## src/hdl/frame_pkg.sv

```systemverilog
`default_nettype none

package frame_pkg;

	// **************************************************************************
	// raster geometry of the capture link
	// **************************************************************************
	localparam int HALF_WORDS = 640; // words per half line.
	localparam int LINE_LAST = 719; // line counter wraps after this.

	// **************************************************************************
	// capture buffer sizing
	// **************************************************************************
	localparam int FIFO_DEPTH = 16;
	localparam int FIFO_PTR_W = $clog2(FIFO_DEPTH);
	localparam int FIFO_LEVEL_W = 5; // holds 0 to 16.

	// word as delivered by the deserializer, half tag in the top bits.
	typedef struct packed {
		logic [1:0] half;
		logic [10:0] line;
		logic [15:0] data;
	} tag_word_t;

	typedef enum logic [1:0] {
		st_init,
		st_wait,
		st_check,
		st_stop
	} check_state_t;

	// frozen on the first raster violation.
	typedef struct packed {
		tag_word_t fault_word;
		tag_word_t prev_word;
		logic [10:0] position;
		logic valid;
	} fault_snap_t;

endpackage

`default_nettype wire

```

## src/hdl/csr_pkg.sv

```systemverilog
`default_nettype none

package csr_pkg;

	import frame_pkg::*;

	// **************************************************************************
	// AXI4-Lite channels, master to slave and back
	// **************************************************************************
	typedef struct packed {
		logic awvalid;
		logic [7:0] awaddr;
		logic wvalid;
		logic [31:0] wdata;
		logic [3:0] wstrb;
		logic bready;
		logic arvalid;
		logic [7:0] araddr;
		logic rready;
	} axil_req_t;

	typedef struct packed {
		logic awready;
		logic wready;
		logic bvalid;
		logic [1:0] bresp;
		logic arready;
		logic rvalid;
		logic [31:0] rdata;
		logic [1:0] rresp;
	} axil_rsp_t;

	// **************************************************************************
	// register map, byte offsets
	// **************************************************************************
	localparam logic [7:0] REG_STATUS = 8'h00; // only writable offset.
	localparam logic [7:0] REG_FAULT_WORD = 8'h04;
	localparam logic [7:0] REG_PREV_WORD = 8'h08;
	localparam logic [7:0] REG_POSITION = 8'h0C;
	localparam logic [7:0] REG_WORDS = 8'h10;
	localparam logic [7:0] REG_DROPS = 8'h14;
	localparam logic [7:0] REG_PEAK = 8'h18;

	localparam int CTRL_REARM_BIT = 0;
	localparam int CTRL_CLEAR_BIT = 1;

	typedef struct packed {
		logic [31:0] words;
		logic [31:0] drops;
		logic [FIFO_LEVEL_W-1:0] peak;
	} stats_t;

endpackage

`default_nettype wire

```

## src/hdl/capture_stats.sv

```systemverilog
`timescale 1ns/1ps
`default_nettype none

module capture_stats
	import frame_pkg::*;
	import csr_pkg::*;
(
	input wire logic clk125m,
	input wire logic reset,
	input wire logic wr_en,
	input wire logic drop,
	input wire logic [FIFO_LEVEL_W-1:0] level,
	input wire logic clear,
	output stats_t stats
);

	always_ff @(posedge clk125m) begin
		if (reset || clear) begin
			stats <= '0;
		end else begin
			if (wr_en && stats.words != '1) begin // saturate.
				stats.words <= stats.words + 32'd1;
			end
			if (drop && stats.drops != '1) begin
				stats.drops <= stats.drops + 32'd1;
			end
			if (level > stats.peak) begin
				stats.peak <= level;
			end
		end
	end

endmodule

`default_nettype wire

```

## src/hdl/csr_axil.sv

```systemverilog
`timescale 1ns/1ps
`default_nettype none

module csr_axil
	import frame_pkg::*;
	import csr_pkg::*;
(
	input wire logic clk125m,
	input wire logic reset,
	input axil_req_t axil_req,
	output axil_rsp_t axil_rsp,
	input check_state_t state,
	input fault_snap_t snap,
	input stats_t stats,
	output logic rearm,
	output logic clear
);

	logic aw_ready; // shared by the address and data channels.
	logic b_valid;
	logic r_valid;
	logic [31:0] r_data;
	logic [31:0] rd_mux;
	logic wr_hs;
	logic rd_hs;

	assign wr_hs = aw_ready && axil_req.awvalid && axil_req.wvalid;
	assign rd_hs = !r_valid && axil_req.arvalid;

	// **************************************************************************
	// write channel
	// **************************************************************************
	always_ff @(posedge clk125m) begin
		if (reset) begin
			aw_ready <= 1'b0;
			b_valid <= 1'b0;
			rearm <= 1'b0;
			clear <= 1'b0;
		end else begin
			aw_ready <= axil_req.awvalid && axil_req.wvalid && !b_valid && !aw_ready;
			if (wr_hs) begin
				b_valid <= 1'b1;
			end else if (axil_req.bready) begin
				b_valid <= 1'b0;
			end
			rearm <= 1'b0; // one cycle pulses.
			clear <= 1'b0;
			if (wr_hs && axil_req.awaddr == REG_STATUS && axil_req.wstrb[0]) begin
				rearm <= axil_req.wdata[CTRL_REARM_BIT];
				clear <= axil_req.wdata[CTRL_CLEAR_BIT];
			end
		end
	end

	// **************************************************************************
	// read channel
	// **************************************************************************
	always_comb begin
		case (axil_req.araddr)
			REG_STATUS: rd_mux = {29'd0, snap.valid, state};
			REG_FAULT_WORD: rd_mux = 32'(snap.fault_word);
			REG_PREV_WORD: rd_mux = 32'(snap.prev_word);
			REG_POSITION: rd_mux = 32'(snap.position);
			REG_WORDS: rd_mux = stats.words;
			REG_DROPS: rd_mux = stats.drops;
			REG_PEAK: rd_mux = 32'(stats.peak);
			default: rd_mux = 32'd0; // unmapped.
		endcase
	end

	always_ff @(posedge clk125m) begin
		if (reset) begin
			r_valid <= 1'b0;
		end else if (rd_hs) begin
			r_valid <= 1'b1;
		end else if (axil_req.rready) begin
			r_valid <= 1'b0;
		end
	end

	always_ff @(posedge clk125m) begin
		if (rd_hs) begin
			r_data <= rd_mux;
		end
	end

	assign axil_rsp = '{
		awready: aw_ready,
		wready: aw_ready,
		bvalid: b_valid,
		bresp: 2'b00,
		arready: !r_valid,
		rvalid: r_valid,
		rdata: r_data,
		rresp: 2'b00
	};

endmodule

`default_nettype wire

```

## src/hdl/frame_check_top.sv

```systemverilog
`timescale 1ns/1ps
`default_nettype none

module frame_check_top
	import frame_pkg::*;
	import csr_pkg::*;
(
	input wire logic clk125m,
	input wire logic reset,
	input wire logic in_valid,
	input tag_word_t in_word,
	output logic out_valid,
	output tag_word_t out_word,
	input wire logic out_ready,
	input axil_req_t axil_req,
	output axil_rsp_t axil_rsp
);

	logic wr_en;
	logic drop;
	logic [FIFO_LEVEL_W-1:0] level;
	check_state_t state;
	fault_snap_t snap;
	stats_t stats;
	logic rearm;
	logic clear;

	tag_fifo i_fifo (
		.clk125m(clk125m),
		.reset(reset),
		.in_valid(in_valid),
		.in_word(in_word),
		.out_valid(out_valid),
		.out_word(out_word),
		.out_ready(out_ready),
		.wr_en(wr_en),
		.drop(drop),
		.level(level)
	);

	// checker and statistics both snoop the accepted writes.
	seq_checker i_checker (
		.clk125m(clk125m),
		.reset(reset),
		.wr_en(wr_en),
		.in_word(in_word),
		.rearm(rearm),
		.state(state),
		.snap(snap)
	);

	capture_stats i_stats (
		.clk125m(clk125m),
		.reset(reset),
		.wr_en(wr_en),
		.drop(drop),
		.level(level),
		.clear(clear),
		.stats(stats)
	);

	csr_axil i_csr (
		.clk125m(clk125m),
		.reset(reset),
		.axil_req(axil_req),
		.axil_rsp(axil_rsp),
		.state(state),
		.snap(snap),
		.stats(stats),
		.rearm(rearm),
		.clear(clear)
	);

endmodule

`default_nettype wire

```

## src/hdl/seq_checker.sv

```systemverilog
`timescale 1ns/1ps
`default_nettype none

module seq_checker
	import frame_pkg::*;
(
	input wire logic clk125m,
	input wire logic reset,
	input wire logic wr_en,
	input tag_word_t in_word,
	input wire logic rearm,
	output check_state_t state,
	output fault_snap_t snap
);

	tag_word_t prev_word;
	logic [10:0] position; // raster position of the last checked word.
	logic skip;
	logic [1:0] ref_half; // tag the raster says the last word had.
	logic [10:0] ref_line;

	logic wrap;
	logic tag_change;
	logic mismatch;
	logic [1:0] exp_half;
	logic [10:0] exp_line;
	logic [10:0] exp_pos;

	// **************************************************************************
	// expected tag and position of the incoming word
	// **************************************************************************
	assign wrap = (position == 11'(HALF_WORDS - 1));
	assign exp_pos = wrap ? 11'd0 : position + 11'd1;
	assign exp_half = wrap ? {1'b0, ~ref_half[0]} : ref_half;

	always_comb begin
		exp_line = ref_line;
		if (wrap && ref_half == 2'd1) begin
			if (ref_line == 11'(LINE_LAST)) begin
				exp_line = 11'd0;
			end else begin
				exp_line = ref_line + 11'd1;
			end
		end
	end

	assign tag_change = ({in_word.half, in_word.line} != {prev_word.half, prev_word.line});
	assign mismatch = !skip && ({in_word.half, in_word.line} != {exp_half, exp_line});

	always_ff @(posedge clk125m) begin
		if (wr_en) begin
			prev_word <= in_word;
		end
	end

	// **************************************************************************
	// lock and check FSM
	// **************************************************************************
	always_ff @(posedge clk125m) begin
		if (reset) begin
			state <= st_init;
			position <= '0;
			skip <= 1'b0;
			ref_half <= '0;
			ref_line <= '0;
			snap <= '0;
		end else begin
			case (state)
				st_init: begin
					if (wr_en) begin
						state <= st_wait;
					end
				end
				st_wait: begin
					if (wr_en && tag_change) begin // first word of a new half.
						state <= st_check;
						position <= '0;
						skip <= 1'b1;
						ref_half <= in_word.half;
						ref_line <= in_word.line;
					end
				end
				st_check: begin
					if (wr_en) begin
						skip <= 1'b0;
						if (mismatch) begin
							snap.fault_word <= in_word;
							snap.prev_word <= prev_word;
							snap.position <= exp_pos;
							snap.valid <= 1'b1;
							state <= st_stop;
						end else begin
							// skip word follows the raster, not its own tag.
							position <= exp_pos;
							ref_half <= exp_half;
							ref_line <= exp_line;
						end
					end
				end
				st_stop: begin
					if (rearm) begin
						state <= st_init;
						snap <= '0;
					end
				end
				default: state <= st_init;
			endcase
		end
	end

endmodule

`default_nettype wire

```

## src/hdl/tag_fifo.sv

```systemverilog
`timescale 1ns/1ps
`default_nettype none

module tag_fifo
	import frame_pkg::*;
(
	input wire logic clk125m,
	input wire logic reset,
	input wire logic in_valid,
	input tag_word_t in_word,
	output logic out_valid,
	output tag_word_t out_word,
	input wire logic out_ready,
	output logic wr_en,
	output logic drop,
	output logic [FIFO_LEVEL_W-1:0] level
);

	tag_word_t mem [FIFO_DEPTH];
	logic [FIFO_PTR_W-1:0] wr_ptr;
	logic [FIFO_PTR_W-1:0] rd_ptr;
	logic [FIFO_LEVEL_W-1:0] count;
	logic full;
	logic rd_en;

	assign full = (count == FIFO_LEVEL_W'(FIFO_DEPTH));
	assign rd_en = out_valid && out_ready;

	// upstream cannot stall, so a full buffer loses the word.
	assign wr_en = in_valid && !full;
	assign drop = in_valid && full;

	assign out_valid = (count != '0);
	assign out_word = mem[rd_ptr]; // stable until popped.
	assign level = count;

	always_ff @(posedge clk125m) begin
		if (wr_en) begin
			mem[wr_ptr] <= in_word;
		end
	end

	always_ff @(posedge clk125m) begin
		if (reset) begin
			wr_ptr <= '0;
			rd_ptr <= '0;
			count <= '0;
		end else begin
			if (wr_en) begin
				wr_ptr <= wr_ptr + 1'b1; // power of two depth.
			end
			if (rd_en) begin
				rd_ptr <= rd_ptr + 1'b1;
			end
			case ({wr_en, rd_en})
				2'b10: count <= count + 1'b1;
				2'b01: count <= count - 1'b1;
				default: count <= count;
			endcase
		end
	end

endmodule

`default_nettype wire

```

## config.mk

```make
export PLATFORM = sky130hd
export DESIGN_NAME = frame_check_top
export DESIGN_NICKNAME = d
export VERILOG_FILES = /design/src/hdl/frame_pkg.sv /design/src/hdl/csr_pkg.sv /design/src/hdl/capture_stats.sv /design/src/hdl/csr_axil.sv /design/src/hdl/frame_check_top.sv /design/src/hdl/seq_checker.sv /design/src/hdl/tag_fifo.sv
export SDC_FILE = /design/constraint.sdc
export NUM_CORES = 1
export LEC_CHECK = 0
export ABC_AREA = 1
export ABC_CLOCK_PERIOD_IN_PS = 6280
export BUFFER_PORTS_ARGS = -buffer_cell sky130_fd_sc_hd__buf_2
export CORE_MARGIN = 1.5
export CORE_UTILIZATION = 60
export DETAILED_ROUTE_END_ITERATION = 10
export PLACE_DENSITY_LB_ADDON = 0.1
export SYNTH_ARGS = -nofsm -noshare
export SYNTH_HDL_FRONTEND = slang
export SYNTH_SLANG_ARGS = --single-unit
export TNS_END_PERCENT = 20
```

## constraint.sdc

```tcl
create_clock -name clk125m -period 6.28 [get_ports clk125m]
set_input_delay 0.628 -clock clk125m [delete_from_list [all_inputs] [get_ports clk125m]]
set_output_delay 0.628 -clock clk125m [all_outputs]
set_load 0.05 [all_outputs]
```

==> run metrics <==
outcome=completed; ratio of final minimum period to clock period=0.609; total grt overflow=0; hold endpoint=i_csr.rearm$_SDFF_PP0_; clk sinks=713; #FFs+latches synth=713; Tot GR Track Use=0.307; Fin. Hold Viols=0; mapped cell area=0.0315 mm^2; global-route wire length before repair=125000 um; simple-gate share of the synthesized area=0.140; DR iter-0 viols=about 2100; Max-Cap Viols=0; Worst R2R Setup Slack=2.60 ns; TritonCTS buffer count=74; gpl congestion=a little over 1; CTS Root Cell=clkbuf_16; # Post-CTS Setup Buffers=0; Yosys cell types=49; DR WL/cell=21.3 um; Worst Tran Pin Value=1.26 ns; clk_lat worst skew=0.63 ns; I/O pins=161; critical path fanouts, max=36; ANT nets after route=0; die width=232 um; largest net degree at the start of global routing=145; area growth from synthesis to layout=11.3%; initial antenna violation count=2; Clock Pin Slew Worst Setup and Hold Paths=0.06 ns; cells after synthesis=3053; CTS Buffer Depth=3; compound-cell area share of the yosys netlist=0.117; H-tree lvl count=3; largest family of logic cells by synthesized area=simple AND/OR/NAND/NOR gates; CTS tree=yes; Worst Hold Launch=axil_req[15]; Critical Path End Type=output port; hold_ws=between 0.2 and 0.25 ns; Synth Warn #=0; vias per inst=around 6.0; reg2reg start=i_fifo.level[1]$_SDFFE_PP0P_; Critical R2R Capture=i_stats.stats[54]$_SDFFE_PP0P_; critical path data required time=5.65 ns; Pwr Density=385 mW/mm^2; setup TNS=0 ns; core region area=between 0.05 and 0.06 mm^2; DRC=0; Overall Power=13500 uW; Die ar.=~0.054 mm^2; Setup Skew=0.0219 ns; Post-synth EDFFs=525; Final Critical Period=3.83 ns; setup ws final=2.45 ns; post-detail-place hpwl=between 50000 and 60000 um; CTS resizes=0; Routed WL=82100 um; Hold Path Cell Cnt=3; HP Class=input pin to register; RSZ-0062 raised after global routing=no; Reg2Reg Depth=13; vias in the first global route=22400; mux contribution to synthesized area=0.0369; area post-placement=0.0326 mm^2; adder-cell area share of the yosys netlist=0.00978; initial core utilization=0.610; CTS Hold Bufs=0; drt first pass iters=5; Post-synth ARST share=0; Setup violations, final=0; VDD IR-drop max=approximately 0.00037 V; sequential share of the synthesized area=0.621; fmax=0.261 GHz; row count=83; Nets=3229; max-slew violations=0; placement-stage worst setup slack=around 2.7 ns; Mean Syn Cell Area=10.3 um^2; Worst EP arrival=3.20 ns; startpoint type of the worst setup path=register; port bufs=123; cell area after layout=0.0350 mm^2; Crit Path Class=register to output port; Most used DFF post-synth=edfxtp_1; vias post-DR=approximately 23000; Synth Area in XOR/XNOR=0.00907; Leakage=~0.013 uW; Die Height=232 um; share of post-route cells with drive strength above 1=0.0942; normalized max-slew margin=0.162; diode count=0
==> how the worst max path moves through the flow <==
stage                                             from                             endpoint  slack (ns)
floorplan                                     in_valid          i_fifo.mem[11][0]$_DFFE_PP_        3.10
global placement          i_fifo.level[1]$_SDFFE_PP0P_       i_stats.stats[54]$_SDFFE_PP0P_        2.71
detailed placement  i_checker.position[0]$_SDFFE_PP0P_   i_checker.ref_line[8]$_SDFFE_PP0P_        2.71
CTS                                           register                         out_word[19]        2.43
global route        i_checker.position[0]$_SDFFE_PP0P_  i_checker.ref_line[10]$_SDFFE_PP0P_        2.30
finish                                        register                         out_word[19]        2.45
==> through the flow <==
| step | util | std cells |
|---|---|---|
| 4_1_cts | 0.679 | 3854 |
| 5_1_grt | 0.679 | 3854 |
| 6_report | 0.679 | 3854 |
| 3_3_place_gp | 0.632 | 3719 |
| 2_1_floorplan | - | 3056 |
| 3_5_place_dp | 0.632 | 3719 |
==> layer usage <==
| metal | track usage | vias to the layer above | part of all wire |
|---|---|---|---|
| li1 | - | 10900 | - |
| met1 | 0.400 | 11200 | 0.41 |
| met2 | 0.514 | 890 | 0.48 |
| met3 | 0.0433 | 183 | 0.068 |
| met4 | 0.135 | 2 | 0.040 |
| met5 | 0 | - | 0.00012 |
==> registers in the layout, summed over array words and instances (netlist names), named ones only <==
name	cells
i_checker.position	11
i_checker.prev_word	29
i_checker.ref_half	2
i_checker.ref_line	11
i_checker.skip	1
i_checker.snap	70
i_checker.state	2
i_csr.aw_ready	1
i_csr.b_valid	1
i_csr.clear	1
i_csr.r_data	32
i_csr.r_valid	1
i_csr.rearm	1
i_fifo.level	5
i_fifo.mem	464
i_fifo.rd_ptr	4
i_fifo.wr_ptr	4
i_stats.stats	69
==> Yosys cell counts, types with 4 or more instances <==
cell type | count | area share
xnor2_1 | 9 | 0.0025
o22ai_1 | 10 | 0.0020
nor4_1 | 16 | 0.0032
nor2_1 | 220 | 0.026
inv_1 | 348 | 0.042
a221oi_1 | 6 | 0.0017
nor3b_1 | 6 | 0.0014
xor2_1 | 21 | 0.0058
buf_4 | 9 | 0.0021
edfxtp_1 | 525 | 0.50
o21ai_0 | 195 | 0.031
nand3_1 | 132 | 0.021
o211ai_1 | 116 | 0.028
nor3_1 | 56 | 0.0089
o221ai_1 | 6 | 0.0017
clkbuf_1 | 119 | 0.014
dfxtp_1 | 188 | 0.12
ha_1 | 23 | 0.0091
buf_1 | 16 | 0.0019
nand2_1 | 446 | 0.053
o2111ai_1 | 21 | 0.0058
mux2i_1 | 116 | 0.037
a21oi_1 | 265 | 0.042
buf_6 | 7 | 0.0025
nand4_1 | 110 | 0.022
clkinv_1 | 4 | 0.00048
buf_2 | 23 | 0.0037
==> cell usage in the layout, fill, tap and decap left out, types with 32 or more instances in the layout <==
master / count
edfxtp_1: 525
nand2_1: 446
inv_1: 348
a21oi_1: 264
nor2_1: 201
o21ai_0: 195
dfxtp_1: 185
nand3_1: 132
buf_2: 123
mux2i_1: 116
o211ai_1: 116
nand4_1: 110
clkbuf_16: 77
nor3_1: 56
buf_4: 32
==> power breakdown <==
part           switching, uW  internal, uW  total [uW]
Clock                   1830          2590        4420
Combinational           2450          1010        3460
Sequential               234          5360        5600
Total                   4510          8960       13500
==> area by class of cell <==
class / instances / area [um^2]
sequential: 713 / 19500
fill: 3897 / 16600
multi-input combinational: 1814 / 9990
clock buffer: 105 / 2060
inverter: 355 / 1330
timing repair buffer: 157 / 896
tap: 680 / 851
clock inverter: 30 / 363
==> worst max-delay path, cell delays in order, from the launching register on <==
cell	delay, ns
dfxtp_2	0.86
clkinv_1	0.48
buf_4	0.44
o211ai_1	0.20
nand3_1	0.13
nand2_1	0.16
buf_2	0.29
==> logic make-up (layout without fill, tap and decap cells) <==
| logic type | Yosys count | in the layout |
|---|---|---|
| AND/OR/NAND/NOR | 1002 | 1002 |
| flip-flops | 713 | 713 |
| AO/OA/AOI/OAI | 637 | 637 |
| buffers and inverters | 529 | 647 |
| multiplexers | 116 | 116 |
| XOR/XNOR | 31 | 31 |
| adder cells (fa/ha/maj) | 24 | 24 |
| other | 1 | 4 |
(Power assumes the default switching activity.)
